===== src/jag_host_pkg.sv =====
// shared widths, addresses and download index codes
// status bit positions and BIOS checksum patch constants
`default_nettype none

package jag_host_pkg;

	// ==============================
	// bus widths
	// ==============================
	localparam int IOCTL_ADDR_W = 25; // download byte address
	localparam int MEM_ADDR_W   = 29; // 64-bit memory word address
	localparam int CORE_ADDR_W  = 24; // core byte address bus
	localparam int BIOS_ADDR_W  = 17; // 128k BIOS bytes
	localparam int BRAM_ADDR_W  = 10; // 1k backup words

	localparam int SECTORS = 4; // 512-byte sectors per backup transfer

	// ==============================
	// download index codes
	// ==============================
	// only the low 6 bits select the slot, upper bits carry the file type
	localparam logic [5:0] IDX_BIOS_A = 6'd0;
	localparam logic [5:0] IDX_CART   = 6'd1;
	localparam logic [5:0] IDX_BIOS_B = 6'd2;

	// cart image sits at 8M in core space, region byte on top for memory
	localparam logic [CORE_ADDR_W-1:0] CART_BASE  = 24'h80_0000;
	localparam logic [7:0]             MEM_REGION = 8'h30;

	// BEQ on checksum fail turned into BRA
	localparam logic [BIOS_ADDR_W-1:0] PATCH_ADDR = 17'h0136E;
	localparam logic [7:0]             PATCH_BYTE = 8'h60;

	// ==============================
	// status word bits
	// ==============================
	localparam int ST_PATCH    = 2;
	localparam int ST_REGION   = 4;  // 0 ntsc, 1 pal
	localparam int ST_SAVE     = 11;
	localparam int ST_LOAD     = 12;
	localparam int ST_AUTOSAVE = 13;

	typedef logic [7:0]  byte_t; // BIOS byte
	typedef logic [15:0] word_t; // download / backup word

endpackage

`default_nettype wire


===== src/cart_loader.sv =====
// cart ROM download path
// 16-bit download words to 64-bit memory writes with lane enables
`timescale 1ns/1ns
`default_nettype none

module cart_loader (
	input  logic                               clk_sys,
	input  logic                               reset,
	input  logic                               ioctl_download,
	input  logic                               ioctl_wr,
	input  logic [7:0]                         ioctl_index,
	input  jag_host_pkg::word_t                ioctl_data,
	input  logic                               mem_busy,
	output logic                               ioctl_wait,
	output logic                               loading,
	output logic                               mem_we,
	output logic [jag_host_pkg::MEM_ADDR_W-1:0] mem_addr,
	output logic [7:0]                         mem_be,
	output logic [63:0]                        mem_din
);
	import jag_host_pkg::*;

	logic                   old_download;
	logic [CORE_ADDR_W-1:0] load_addr;  // byte address of current word
	word_t                  data_r;     // word held for the write cycle
	word_t                  data_swap;

	wire cart_idx = ioctl_index[5:0] == IDX_CART;

	// ==============================
	// download window and address
	// ==============================
	always_ff @(posedge clk_sys) begin
		if (reset) begin
			old_download <= 1'b0;
			loading      <= 1'b0;
			mem_we       <= 1'b0;
			load_addr    <= CART_BASE;
		end else begin
			old_download <= ioctl_download;
			mem_we       <= ioctl_wr & loading; // one cycle behind the host strobe

			if (mem_we)
				load_addr <= load_addr + 24'd2; // one 16-bit word per write

			if (~old_download & ioctl_download & cart_idx) begin
				loading   <= 1'b1;
				load_addr <= CART_BASE;
			end

			if (old_download & ~ioctl_download)
				loading <= 1'b0;
		end
	end

	always_ff @(posedge clk_sys) begin
		if (ioctl_wr)
			data_r <= ioctl_data;
	end

	// ==============================
	// memory side
	// ==============================
	assign mem_addr = {MEM_REGION, load_addr[23:3]};

	// ROM is big endian, memory lanes are little endian
	assign data_swap = {data_r[7:0], data_r[15:8]};
	assign mem_din   = {4{data_swap}};

	// top lane first within the 64-bit line
	always_comb begin
		if (!loading) begin
			mem_be = 8'hFF; // reads want all lanes
		end else begin
			case (load_addr[2:1])
				2'd0:    mem_be = 8'hC0;
				2'd1:    mem_be = 8'h30;
				2'd2:    mem_be = 8'h0C;
				default: mem_be = 8'h03;
			endcase
		end
	end

	assign ioctl_wait = loading & mem_busy; // host holds wr while high

	a_one_lane: assert property (@(posedge clk_sys) disable iff (reset)
		mem_we |-> $countones(mem_be) == 2)
		else $error("cart write enables %0h not a single word lane", mem_be);

endmodule

`default_nettype wire


===== config.mk =====
export PLATFORM = sky130hd
export DESIGN_NAME = cart_loader
export DESIGN_NICKNAME = d
export VERILOG_FILES = /design/src/jag_host_pkg.sv /design/src/cart_loader.sv
export SDC_FILE = /design/constraint.sdc
export NUM_CORES = 1
export LEC_CHECK = 0
export BUFFER_PORTS_ARGS = -buffer_cell sky130_fd_sc_hd__buf_2
export CAP_MARGIN = 40
export CORE_ASPECT_RATIO = 1.75
export CORE_MARGIN = 5
export CORE_UTILIZATION = 45
export CTS_CLUSTER_SIZE = 14
export DETAILED_ROUTE_END_ITERATION = 6
export PLACE_DENSITY = 0.79
export SLEW_MARGIN = 0
export SYNTH_ARGS = -nofsm -noshare
export SYNTH_HDL_FRONTEND = slang
export SYNTH_SLANG_ARGS = --single-unit

===== constraint.sdc =====
create_clock -name clk_sys -period 2.05 [get_ports clk_sys]
set_input_delay 0.41 -clock clk_sys [delete_from_list [all_inputs] [get_ports clk_sys]]
set_output_delay 0.41 -clock clk_sys [all_outputs]
set_load 0.02 [all_outputs]

**Word level (Yosys, flattened, before mapping)**

Cells that the tools add are included.

- Register bits after elaboration: 43
- Input port bits: 29
- Logic and storage cells: 21

- Add/subtract/negate cells: 1
- Mux-type cells: 2
- Reductions and logical operators: 3
- Bitwise logic cells: 7
- Equality and inequality tests: 3

Operators with widths:

| kind | count |
|---|---|
| 24-bit by 2-bit adder with 24-bit output, second input constant | 1 |
| 8-bit case mux with 3 select lines | 1 |
| 8-bit two-way mux | 1 |
| 6-bit by 1-bit == test with 1-bit output, second input constant | 1 |
| 1-bit bitwise AND | 5 |
| 2-bit OR reduction | 2 |
| 2-bit by 1-bit == test with 1-bit output, second input constant | 1 |
| 2-bit == test, second input constant | 1 |
| 2-bit logical NOT | 1 |
| 1-bit inverter | 2 |

**Longest topological paths before layout**

Gate-level depths: netlist of run 1.

- Depth after elaboration: 4
- Depth in mapped cells: 6
- Mapped depth without buffers: 5

**Least setup slack after synthesis of run 1**

OpenSTA, ideal clock, no wires.

- Path kind: register -> register
- Start point: register mem_we
- End point: register load_addr[22]
- Setup slack: 409 ps
- Cell stages (with the launch flop): 6
- Path buffers: 1
- Arrival: 1572 ps
- Setup time: 70 ps
- Required time: 1980 ps
- Path through: dfxtp_1 > and4_1 > buf_6 > nand4_4 > or4_1 > a21oi_1

RTL lines:

| element | line | RTL |
|---|---|---|
| start: declaration | cart_loader.sv:16 | `output logic mem_we,` |
| start signal: assignment | cart_loader.sv:41 | `mem_we <= ioctl_wr & loading;` |
| end signal: assignment | cart_loader.sv:44 | `load_addr <= load_addr + 24'd2;` |
| end: declaration | cart_loader.sv:24 | `logic [CORE_ADDR_W-1:0] load_addr;` |

**Final worst setup path of run 1**

- Start point: register load_addr[1]
- End point: register load_addr[19]

- Word-level cells in the longest chain between the ends: 1

Ends and longest elaborated chain:

| element | line |
|---|---|
| 24-bit by 2-bit adder with 24-bit output | cart_loader.sv:44 |

No other way between the ends.
A chain may end at the register's enable or synchronous reset.

==> results of run 1 <==
power groups by stage:
stage	Combinational (mW)	Clock (mW)	Sequential, mW
2_1_floorplan	0.237	0	0.970
3_3_place_gp	0.291	0	0.934
3_5_place_dp	0.292	0	0.936
4_1_cts	0.292	0.526	0.916
5_1_grt	0.303	0.552	0.921
6_report	0.289	0.504	0.915
state kept, by name, summed over array words and instances (netlist names):
signal	cells
old_download	1
load_addr	23
mem_we	1
data_r	16
loading	1
synth_stat cells:
cell,n
a21o_1,1
a21oi_1,9
and2_1,3
and2_2,1
and3_1,1
and3_2,1
and4_1,4
and4_2,1
buf_4,84
buf_6,2
clkbuf_1,2
clkbuf_2,1
conb_1,2
dfxtp_1,26
edfxtp_1,16
ha_1,5
inv_1,2
mux2i_1,1
nand2_1,6
nand2b_1,4
nand3_1,10
nand3_2,1
nand3b_1,1
nand4_1,5
nand4_2,1
nand4_4,1
nand4b_1,1
nor2_1,16
nor2b_1,2
nor3_1,1
nor4_1,2
nor4bb_1,1
o21ai_0,5
o31ai_1,4
or3_1,3
or4_1,4
xnor2_1,3
xor2_1,10
per-stage QoR:
step / util / instance area [sq um] / hold slack, ns
2_1_floorplan: - / 2420 / 0.461
5_1_grt: 0.490 / 2550 / 0.279
4_1_cts: 0.490 / 2550 / 0.279
3_3_place_gp: 0.474 / 2470 / 0.473
3_5_place_dp: 0.474 / 2470 / 0.490
6_report: 0.490 / 2550 / 0.292
metal layers:
| metal | part of all wire | vias up | GRT usage | wire, um |
|---|---|---|---|---|
| met5 | 0 | - | 0 | 0 |
| met1 | 0.36 | 742 | 0.143 | 1780 |
| met4 | 0.011 | 0 | 0.0460 | 56 |
| met2 | 0.50 | 94 | 0.249 | 2480 |
| li1 | - | 833 | - | - |
| met3 | 0.13 | 6 | 0.0503 | 632 |
area by class of cell:
class | count | area [sq um]
Multi-Input combinational cell | 116 | 747
Sequential cell | 42 | 1000
Clock inverter | 2 | 8.76
Fill cell | 480 | 2660
Timing Repair Buffer | 127 | 648
Inverter | 2 | 7.51
Tap cell | 55 | 68.8
Clock buffer | 6 | 72.6
worst paths after layout:
check / startpoint / to / slack (ns) / cells past startpoint
worst max register to register: load_addr[1] / load_addr[19] / 0.21 / 5
worst max-delay path: load_addr[1] / load_addr[19] / 0.21 / 5
worst min-delay path: ioctl_data[7] / data_r[7] / 0.29 / 1
worst min register to register: load_addr[20] / load_addr[20] / 0.50 / 2
kinds of logic after synthesis:
logic type / count (synthesis) / share of synthesized area
AOI/OAI and AO/OA: 19 / 0.0449
xor gates and xnor gates: 13 / 0.0475
adders and majority gates: 5 / 0.0261
buffers and inverters: 91 / 0.281
DFF: 42 / 0.417
muxes: 1 / 0.00417
other: 2 / 0.00313
and+or+nand+nor: 70 / 0.176
==> results.yml, run 1 <==
sta:
  final.setup.tns_ns: 0
  slew_viol_final: 0
  fmax_mhz: 542
  finalSetupViolCount: 0
  slew_headroom: 0.667
  setup_slack_ns: 0.206
  tightest_slew_ns: 0.493
  period_minus_slack_ns: 1.84
  rsz0062_at_grt: "false"
  clock_skew_ns: 0.00761
  hold_viol_final: 0
  period_share: 0.899
detailed_routing:
  dr.pass1.iters: 4
  antenna_left: 0
  wl_mm: 4.95
  viasPerCell: 4.79
  route.detailed.drc: 0
  vias: 1675
  wl_per_cell_um: 14.2
  drt_iter0_drc: 35
cells_and_area:
  n_antenna_cell: 0
  drive_gt1_frac: 0.471
  stdcell_count: 350
  area_growth_pct: 6.47
  final_common_cell: "buf_2"
  final_cell_mix: "buf_2, dfxtp_1, nor2_1, edfxtp_1"
  nets: 328
power:
  power_density_nw_per_um2: 669
  power.switching_mw: 0.492
  clkPwrFrac: 0.295
  p_leak_nw: 1.19
  swShare: 0.288
  ir_drop_v: 0.000393
  pwr-share-seq: 0.536
  p_total_mw: 1.71
  p_comb_frac: 0.169
  p_int_mw: 1.22
worst_setup_path:
  critPathKind: "flip-flop to flip-flop"
  crit_family: "simple AND/OR/NAND/NOR gates"
  startpoint_type: "flip-flop"
  cp_slowest_cell: "dfxtp_1"
  max_stage_delay_ns: 0.45
  end_kind: "flip-flop"
  path_max_fanout: 6
  arrival_ns: 2.06
  crit_buf_inv: 0
  worstPathCellList: "ha_1, and4_1, nand4_2, or4_1, a21oi_1"
  critPathRequiredTime_ns: 2.27
synthesis:
  ys_ff_latch: 42
  syn_avg_cell_area_sq_um: 9.87
  yosysSeqAreaShare: 0.417
  synth_top_area_cell: "buf_4"
  syn_inst: 243
  synth_warnings: 0
  synth_area_sq_um: 2400
  post-synth-top-area-fraction: 0.263
  synth_area_leaders: "buf_4, dfxtp_1, edfxtp_1, xor2_1, ha_1"
  synth_cell_types: 38
grt:
  grtUsageTotal: 0.138
  grt_pass1_vias: 1525
  grt_max_degree: 18
  antenna_found_initial: 0
  overflow: 0
  grt_first_pass_wirelength_mm: 7.47
die:
  die_w_um: 65.2
  die_h_um: 107
  io_pins: 133
  dieArea_sq_um: 6950
  fp-row-count: 35
  initial_utilization: 0.460
  core-area_sq_um: 5210
cts:
  postCtsHoldBufs: 0
  numCtsBuffers: 5
  cts_tree: "built"
  worstSkewPairLatency_ns: 0.29
  htree_levels: 2
  ctsResizeCount: 0
  cts_root_buffer: "clkbuf_8"
  postCtsSetupBuffers: 0
  path_clk_slew_ns: 0.08
  clk_path_buf_depth: 2
  numClockSinks: 42
min_path:
  hold_path.class: "input port to flip-flop"
placement:
  dp_slack_ns: 0.219
  dp_hpwl_mm: 4.03
  dp_cells: 342
  numPortBuffers: 122
  gp_congestion: 0.784
outcome:
  status: "finished, final reports clean"
run:
  drv_cap: 0
No activity file was read; power rests on OpenSTA's default activity.
==> run 2: changes to the inputs <==
--- a/config.mk
+++ b/config.mk
@@ -5,14 +5,16 @@
 export SDC_FILE = /design/constraint.sdc
 export NUM_CORES = 1
 export LEC_CHECK = 0
+export ABC_AREA = 1
 export BUFFER_PORTS_ARGS = -buffer_cell sky130_fd_sc_hd__buf_2
 export CAP_MARGIN = 40
 export CORE_ASPECT_RATIO = 1.75
 export CORE_MARGIN = 5
-export CORE_UTILIZATION = 45
+export CORE_UTILIZATION = 49
 export CTS_CLUSTER_SIZE = 14
 export DETAILED_ROUTE_END_ITERATION = 6
-export PLACE_DENSITY = 0.79
+export PLACE_DENSITY = 0.84
+export SETUP_SLACK_MARGIN = 0.02
 export SLEW_MARGIN = 0
 export SYNTH_ARGS = -nofsm -noshare
 export SYNTH_HDL_FRONTEND = slang
==> constraint.sdc (replaced) <==
create_clock -name clk_sys -period 2.32 [get_ports clk_sys]
set_input_delay 0.464 -clock clk_sys [delete_from_list [all_inputs] [get_ports clk_sys]]
set_output_delay 0.464 -clock clk_sys [all_outputs]
set_load 0.02 [all_outputs]
==> results.yml, run 2 <==
die:
  core-area_sq_um: 4980
  initial_utilization: 0.503
  fp-row-count: 34
  die_h_um: 105
  die_w_um: 64.0
  dieArea_sq_um: 6690
  io_pins: 133
worst_setup_path:
  worstPathCellList: "inv_1, ha_1, or2_2, buf_2"
  critPathRequiredTime_ns: 1.86
  r2r_setup_slack_ns: 0.84
  cp_slowest_cell: "dfxtp_1"
  path_max_fanout: 5
  arrival_ns: 1.52
  end_kind: "primary output"
  critPathKind: "flip-flop to primary output"
  startpoint_type: "flip-flop"
  max_stage_delay_ns: 0.41
detailed_routing:
  drt_iter0_drc: 34
  wl_per_cell_um: 13.0
  dr.pass1.iters: 4
  wl_mm: 5.51
  vias: 1959
  route.detailed.drc: 0
  antenna_left: 0
  viasPerCell: 4.63
synthesis:
  post-synth-top-area-fraction: 0.246
  yosysSeqAreaShare: 0.400
  synth_cell_types: 25
  synth_top_area_cell: "buf_4"
  synth_ff_type: "dfxtp_1"
  synth_area_leaders: "buf_4, dfxtp_1, edfxtp_1, nand2_1, nor2_1"
  synth-edff-count: 16
  ys_ff_latch: 42
  synthArstFlopShare: 0
  yosysMostFrequentCell: "buf_4"
  syn_inst: 316
  synth_common_cells: "buf_4, nand2_1, nor2_1, dfxtp_1, inv_1"
  syn_avg_cell_area_sq_um: 7.92
  synth_area_sq_um: 2500
  synth_warnings: 0
grt:
  grtUsageTotal: 0.163
  overflow: 0
  grt_first_pass_wirelength_mm: 8.74
  grt_max_degree: 20
  grt_pass1_vias: 1858
  antenna_found_initial: 0
power:
  power.switching_mw: 0.438
  swShare: 0.290
  ir_drop_v: 0.000471
  clkPwrFrac: 0.290
  pwr-share-seq: 0.536
  power_density_nw_per_um2: 566
  p_comb_frac: 0.174
  p_total_mw: 1.51
  p_int_mw: 1.07
  p_leak_nw: 1.29
placement:
  numPortBuffers: 122
  dp_slack_ns: 0.646
  dp_hpwl_mm: 4.59
  gp_congestion: 0.869
  dp_cells: 416
cells_and_area:
  stdcell_count: 423
  final_cell_mix: "buf_2, nand2_1, nor2_1"
  top_regs: "load_addr (23), data_r (16)"
  drive_gt1_frac: 0.388
  largest_register_ffs: 23
  final_common_cell: "buf_2"
  n_antenna_cell: 0
  regMostFlops: "load_addr"
  area_growth_pct: 6.65
  nets: 403
sta:
  setup_slack_ns: 0.336
  rsz0062_at_grt: "false"
  hold_viol_final: 0
  period_minus_slack_ns: 1.98
  period_share: 0.855
  finalSetupViolCount: 0
  fmax_mhz: 504
  final.setup.tns_ns: 0
  slew_viol_final: 0
  clock_skew_ns: 0.00583
min_path:
  hold_path.class: "input port to flip-flop"
cts:
  cts_tree: "built"
  htree_levels: 2
  postCtsHoldBufs: 0
  worstSkewPairLatency_ns: 0.29
  cts_root_buffer: "clkbuf_8"
  postCtsSetupBuffers: 0
  path_clk_slew_ns: 0.07
  numClockSinks: 42
  numCtsBuffers: 5
  ctsResizeCount: 0
  clk_path_buf_depth: 2
outcome:
  status: "finished, final reports clean"
run:
  drv_cap: 0
==> run 2: changes by cell type in the layout (fill, tap and decap cells not counted), sizes merged, moves of 4 or more <==
cell	delta
nand2	+54
nand4	-6
buf	-4
nand3	+4
and4	-5
xor2	-9
nand2b	-4
or4	-4
nor2	+46
or2	+4
o31ai	-4
inv	+20
==> run 2: logic make-up after synthesis <==
kind of cell | after synthesis | share of synthesized area
buffers and inverters | 105 | 0.281
flip-flops | 42 | 0.400
AND/OR/NAND/NOR | 145 | 0.253
other | 2 | 0.00300
AO/OA/AOI/OAI | 16 | 0.0340
XOR/XNOR | 1 | 0.00350
adder cells (fa/ha/maj) | 5 | 0.0250
==> run 2: worst max-delay path, delay by kind of cell (launching register included) <==
kind,cells,cell delay [ns]
flops,1,0.41
buf+inv,2,0.31
simple gates,1,0.30
fa+ha+maj,1,0.21
==> run 2: power by group through the flow <==
| stage | clock network [mW] | logic (mW) | registers (mW) |
|---|---|---|---|
| after CTS | 0.458 | 0.265 | 0.810 |
| after detailed placement | 0 | 0.265 | 0.827 |
| after global placement | 0 | 0.262 | 0.826 |
| final | 0.438 | 0.263 | 0.810 |
| after floorplan | 0 | 0.218 | 0.857 |
| after global routing | 0.486 | 0.276 | 0.816 |
==> run 2: cell type report <==
| cell class | count | area, sq um |
|---|---|---|
| Multi-Input combinational cell | 175 | 820 |
| Timing Repair Buffer | 123 | 618 |
| Clock inverter | 2 | 10.0 |
| Clock buffer | 5 | 68.8 |
| Inverter | 22 | 82.6 |
| Tap cell | 54 | 67.6 |
| Fill cell | 471 | 2310 |
| Sequential cell | 42 | 1000 |
==> run 2: stage by stage <==
stage | cell area [sq um] | util | hold slack, ns
CTS | 2670 | 0.536 | 0.337
detailed placement | 2590 | 0.520 | 0.467
finish | 2670 | 0.536 | 0.350
floorplan | 2520 | - | 0.442
global placement | 2590 | 0.520 | 0.450
global route | 2670 | 0.536 | 0.331
==> run 2: path summary, 6_finish.rpt <==
kind / endpoint / cells after the start / start
max reg2reg: load_addr[23] / 8 / load_addr[1]
min reg2reg: load_addr[23] / 2 / load_addr[23]
max: mem_be[6] / 4 / load_addr[1]
min: data_r[1] / 1 / ioctl_data[1]
==> run 2: metal layers <==
metal	routed length, um	part of all wire	track usage
met5	0	0	0
met4	66	0.012	0.0505
met3	754	0.14	0.0681
met2	2850	0.52	0.303
met1	1840	0.33	0.155
==> run 3: changes to the inputs <==
--- a/config.mk
+++ b/config.mk
@@ -5,12 +5,12 @@
 export SDC_FILE = /design/constraint.sdc
 export NUM_CORES = 1
 export LEC_CHECK = 0
-export ABC_AREA = 1
+export ABC_AREA = 0
 export BUFFER_PORTS_ARGS = -buffer_cell sky130_fd_sc_hd__buf_2
 export CAP_MARGIN = 40
 export CORE_ASPECT_RATIO = 1.75
 export CORE_MARGIN = 5
-export CORE_UTILIZATION = 49
+export CORE_UTILIZATION = 48
 export CTS_CLUSTER_SIZE = 14
 export DETAILED_ROUTE_END_ITERATION = 6
 export PLACE_DENSITY = 0.84
==> results.yml, run 3 (synthesis gave the netlist of run 1 again) <==
cells_and_area:
  fillers: 467
  n_antenna_cell: 0
  top_regs: "load_addr (23), data_r (16)"
  drive_gt1_frac: 0.469
  largest_register_ffs: 23
  final_cell_mix: "buf_2, dfxtp_1, nor2_1, edfxtp_1"
  regMostFlops: "load_addr"
  final_common_cell: "buf_2"
  area_growth_pct: 7.15
  multi_input_area_sq_um: 747
  nets: 327
  regArea_sq_um: 1000
worst_setup_path:
  critPathKind: "flip-flop to primary output"
  startpoint_type: "flip-flop"
  crit_family: "flip-flops"
  arrival_ns: 1.37
  end_kind: "primary output"
  critPathRequiredTime_ns: 1.86
  crit_buf_inv: 2
  max_stage_delay_ns: 0.45
  cp_slowest_cell: "dfxtp_1"
  worstPathCellList: "inv_1, ha_1, nand2b_1, buf_2"
  path_max_fanout: 6
cts:
  worstSkewPairLatency_ns: 0.29
  cts_root_buffer: "clkbuf_8"
  numCtsBuffers: 5
  postCtsSetupBuffers: 0
  path_clk_slew_ns: 0.07
  cts_tree: "built"
  numClockSinks: 42
  ctsResizeCount: 0
  clk_path_buf_depth: 2
  postCtsHoldBufs: 0
  htree_levels: 2
die:
  core-area_sq_um: 4930
  fp-row-count: 34
  io_pins: 133
  die_w_um: 63.4
  initial_utilization: 0.486
  dieArea_sq_um: 6570
  die_h_um: 104
detailed_routing:
  wl_mm: 5.17
  antenna_left: 0
  top_layer: "met4"
  dr_wl_met2_mm: 2.64
  drt_iter0_drc: 76
  viasPerCell: 4.99
  route.detailed.drc: 0
  dr.pass1.iters: 4
  vias: 1737
  wl_per_cell_um: 14.9
  met1Wirelength_mm: 1.67
  wl_met3_um: 756
sta:
  rsz0062_at_grt: "false"
  fmax_mhz: 546
  clock_skew_ns: 0.00404
  hold_viol_final: 0
  finalSetupViolCount: 0
  period_share: 0.789
  slew_viol_final: 0
  final.setup.tns_ns: 0
  period_minus_slack_ns: 1.83
  slew_headroom: 0.659
  tightest_slew_ns: 0.506
power:
  power_density_nw_per_um2: 630
  p_total_mw: 1.62
  p_leak_nw: 1.19
  ir_drop_v: 0.000479
placement:
  numPortBuffers: 122
  dp_hpwl_mm: 4.26
  gp_congestion: 0.786
grt:
  grt_pass1_vias: 1586
  overflow: 0
  grt_max_degree: 18
  grtUsageTotal: 0.149
  grt_first_pass_wirelength_mm: 7.91
  antenna_found_initial: 0
run:
  drv_cap: 0
min_path:
  hold_path.class: "input port to flip-flop"
outcome:
  status: "finished, final reports clean"
-- run 3: changes by cell type in the layout (fill, tap and decap cells not counted), sizes merged, moves of 5 or more --
cell   before  now
and4        0    5
inv        22    2
nand2      60    6
nand4       1    7
nor2       62   16
xor2        1   10
-- run 3: area by class of cell --
type	instances	share of cell area
Clock buffer	6	0.0282
Clock inverter	2	0.0131
Inverter	2	0.00292
Multi-Input combinational cell	116	0.291
Sequential cell	42	0.389
Tap cell	54	0.0263
Timing Repair Buffer	126	0.249
-- run 3: power breakdown --
group          internal (mW)  switching (mW)  leakage, nW
sequential             0.792          0.0173        0.366
combinational         0.0774           0.179        0.773
clock                  0.317           0.235       0.0528
-- run 3: routing by layer --
layer | up-vias | track usage
li1 | 837 | -
met1 | 792 | 0.139
met4 | 0 | 0.0520
met5 | - | 0
met2 | 97 | 0.269
met3 | 11 | 0.0748
-- run 3: path summary, 6_finish.rpt --
check	slack [ns]	to	depth (start not counted)	from
max	0.49	mem_be[3]	4	load_addr[1]
min	0.34	data_r[8]	1	ioctl_data[8]
max reg2reg	0.53	load_addr[19]	5	load_addr[1]
min reg2reg	0.50	load_addr[20]	2	load_addr[20]
-- run 3: through the flow --
| stage | setup slack [ns] | instances | instance area (sq um) | hold WS (ns) | util |
|---|---|---|---|---|---|
| floorplan | 0.679 | 249 | 2420 | 0.461 | - |
| global placement | 0.550 | 340 | 2460 | 0.472 | 0.499 |
| detailed placement | 0.528 | 340 | 2460 | 0.485 | 0.499 |
| CTS | 0.469 | 348 | 2570 | 0.336 | 0.521 |
| global route | 0.399 | 348 | 2570 | 0.336 | 0.521 |
| finish | 0.490 | 348 | 2570 | 0.343 | 0.521 |
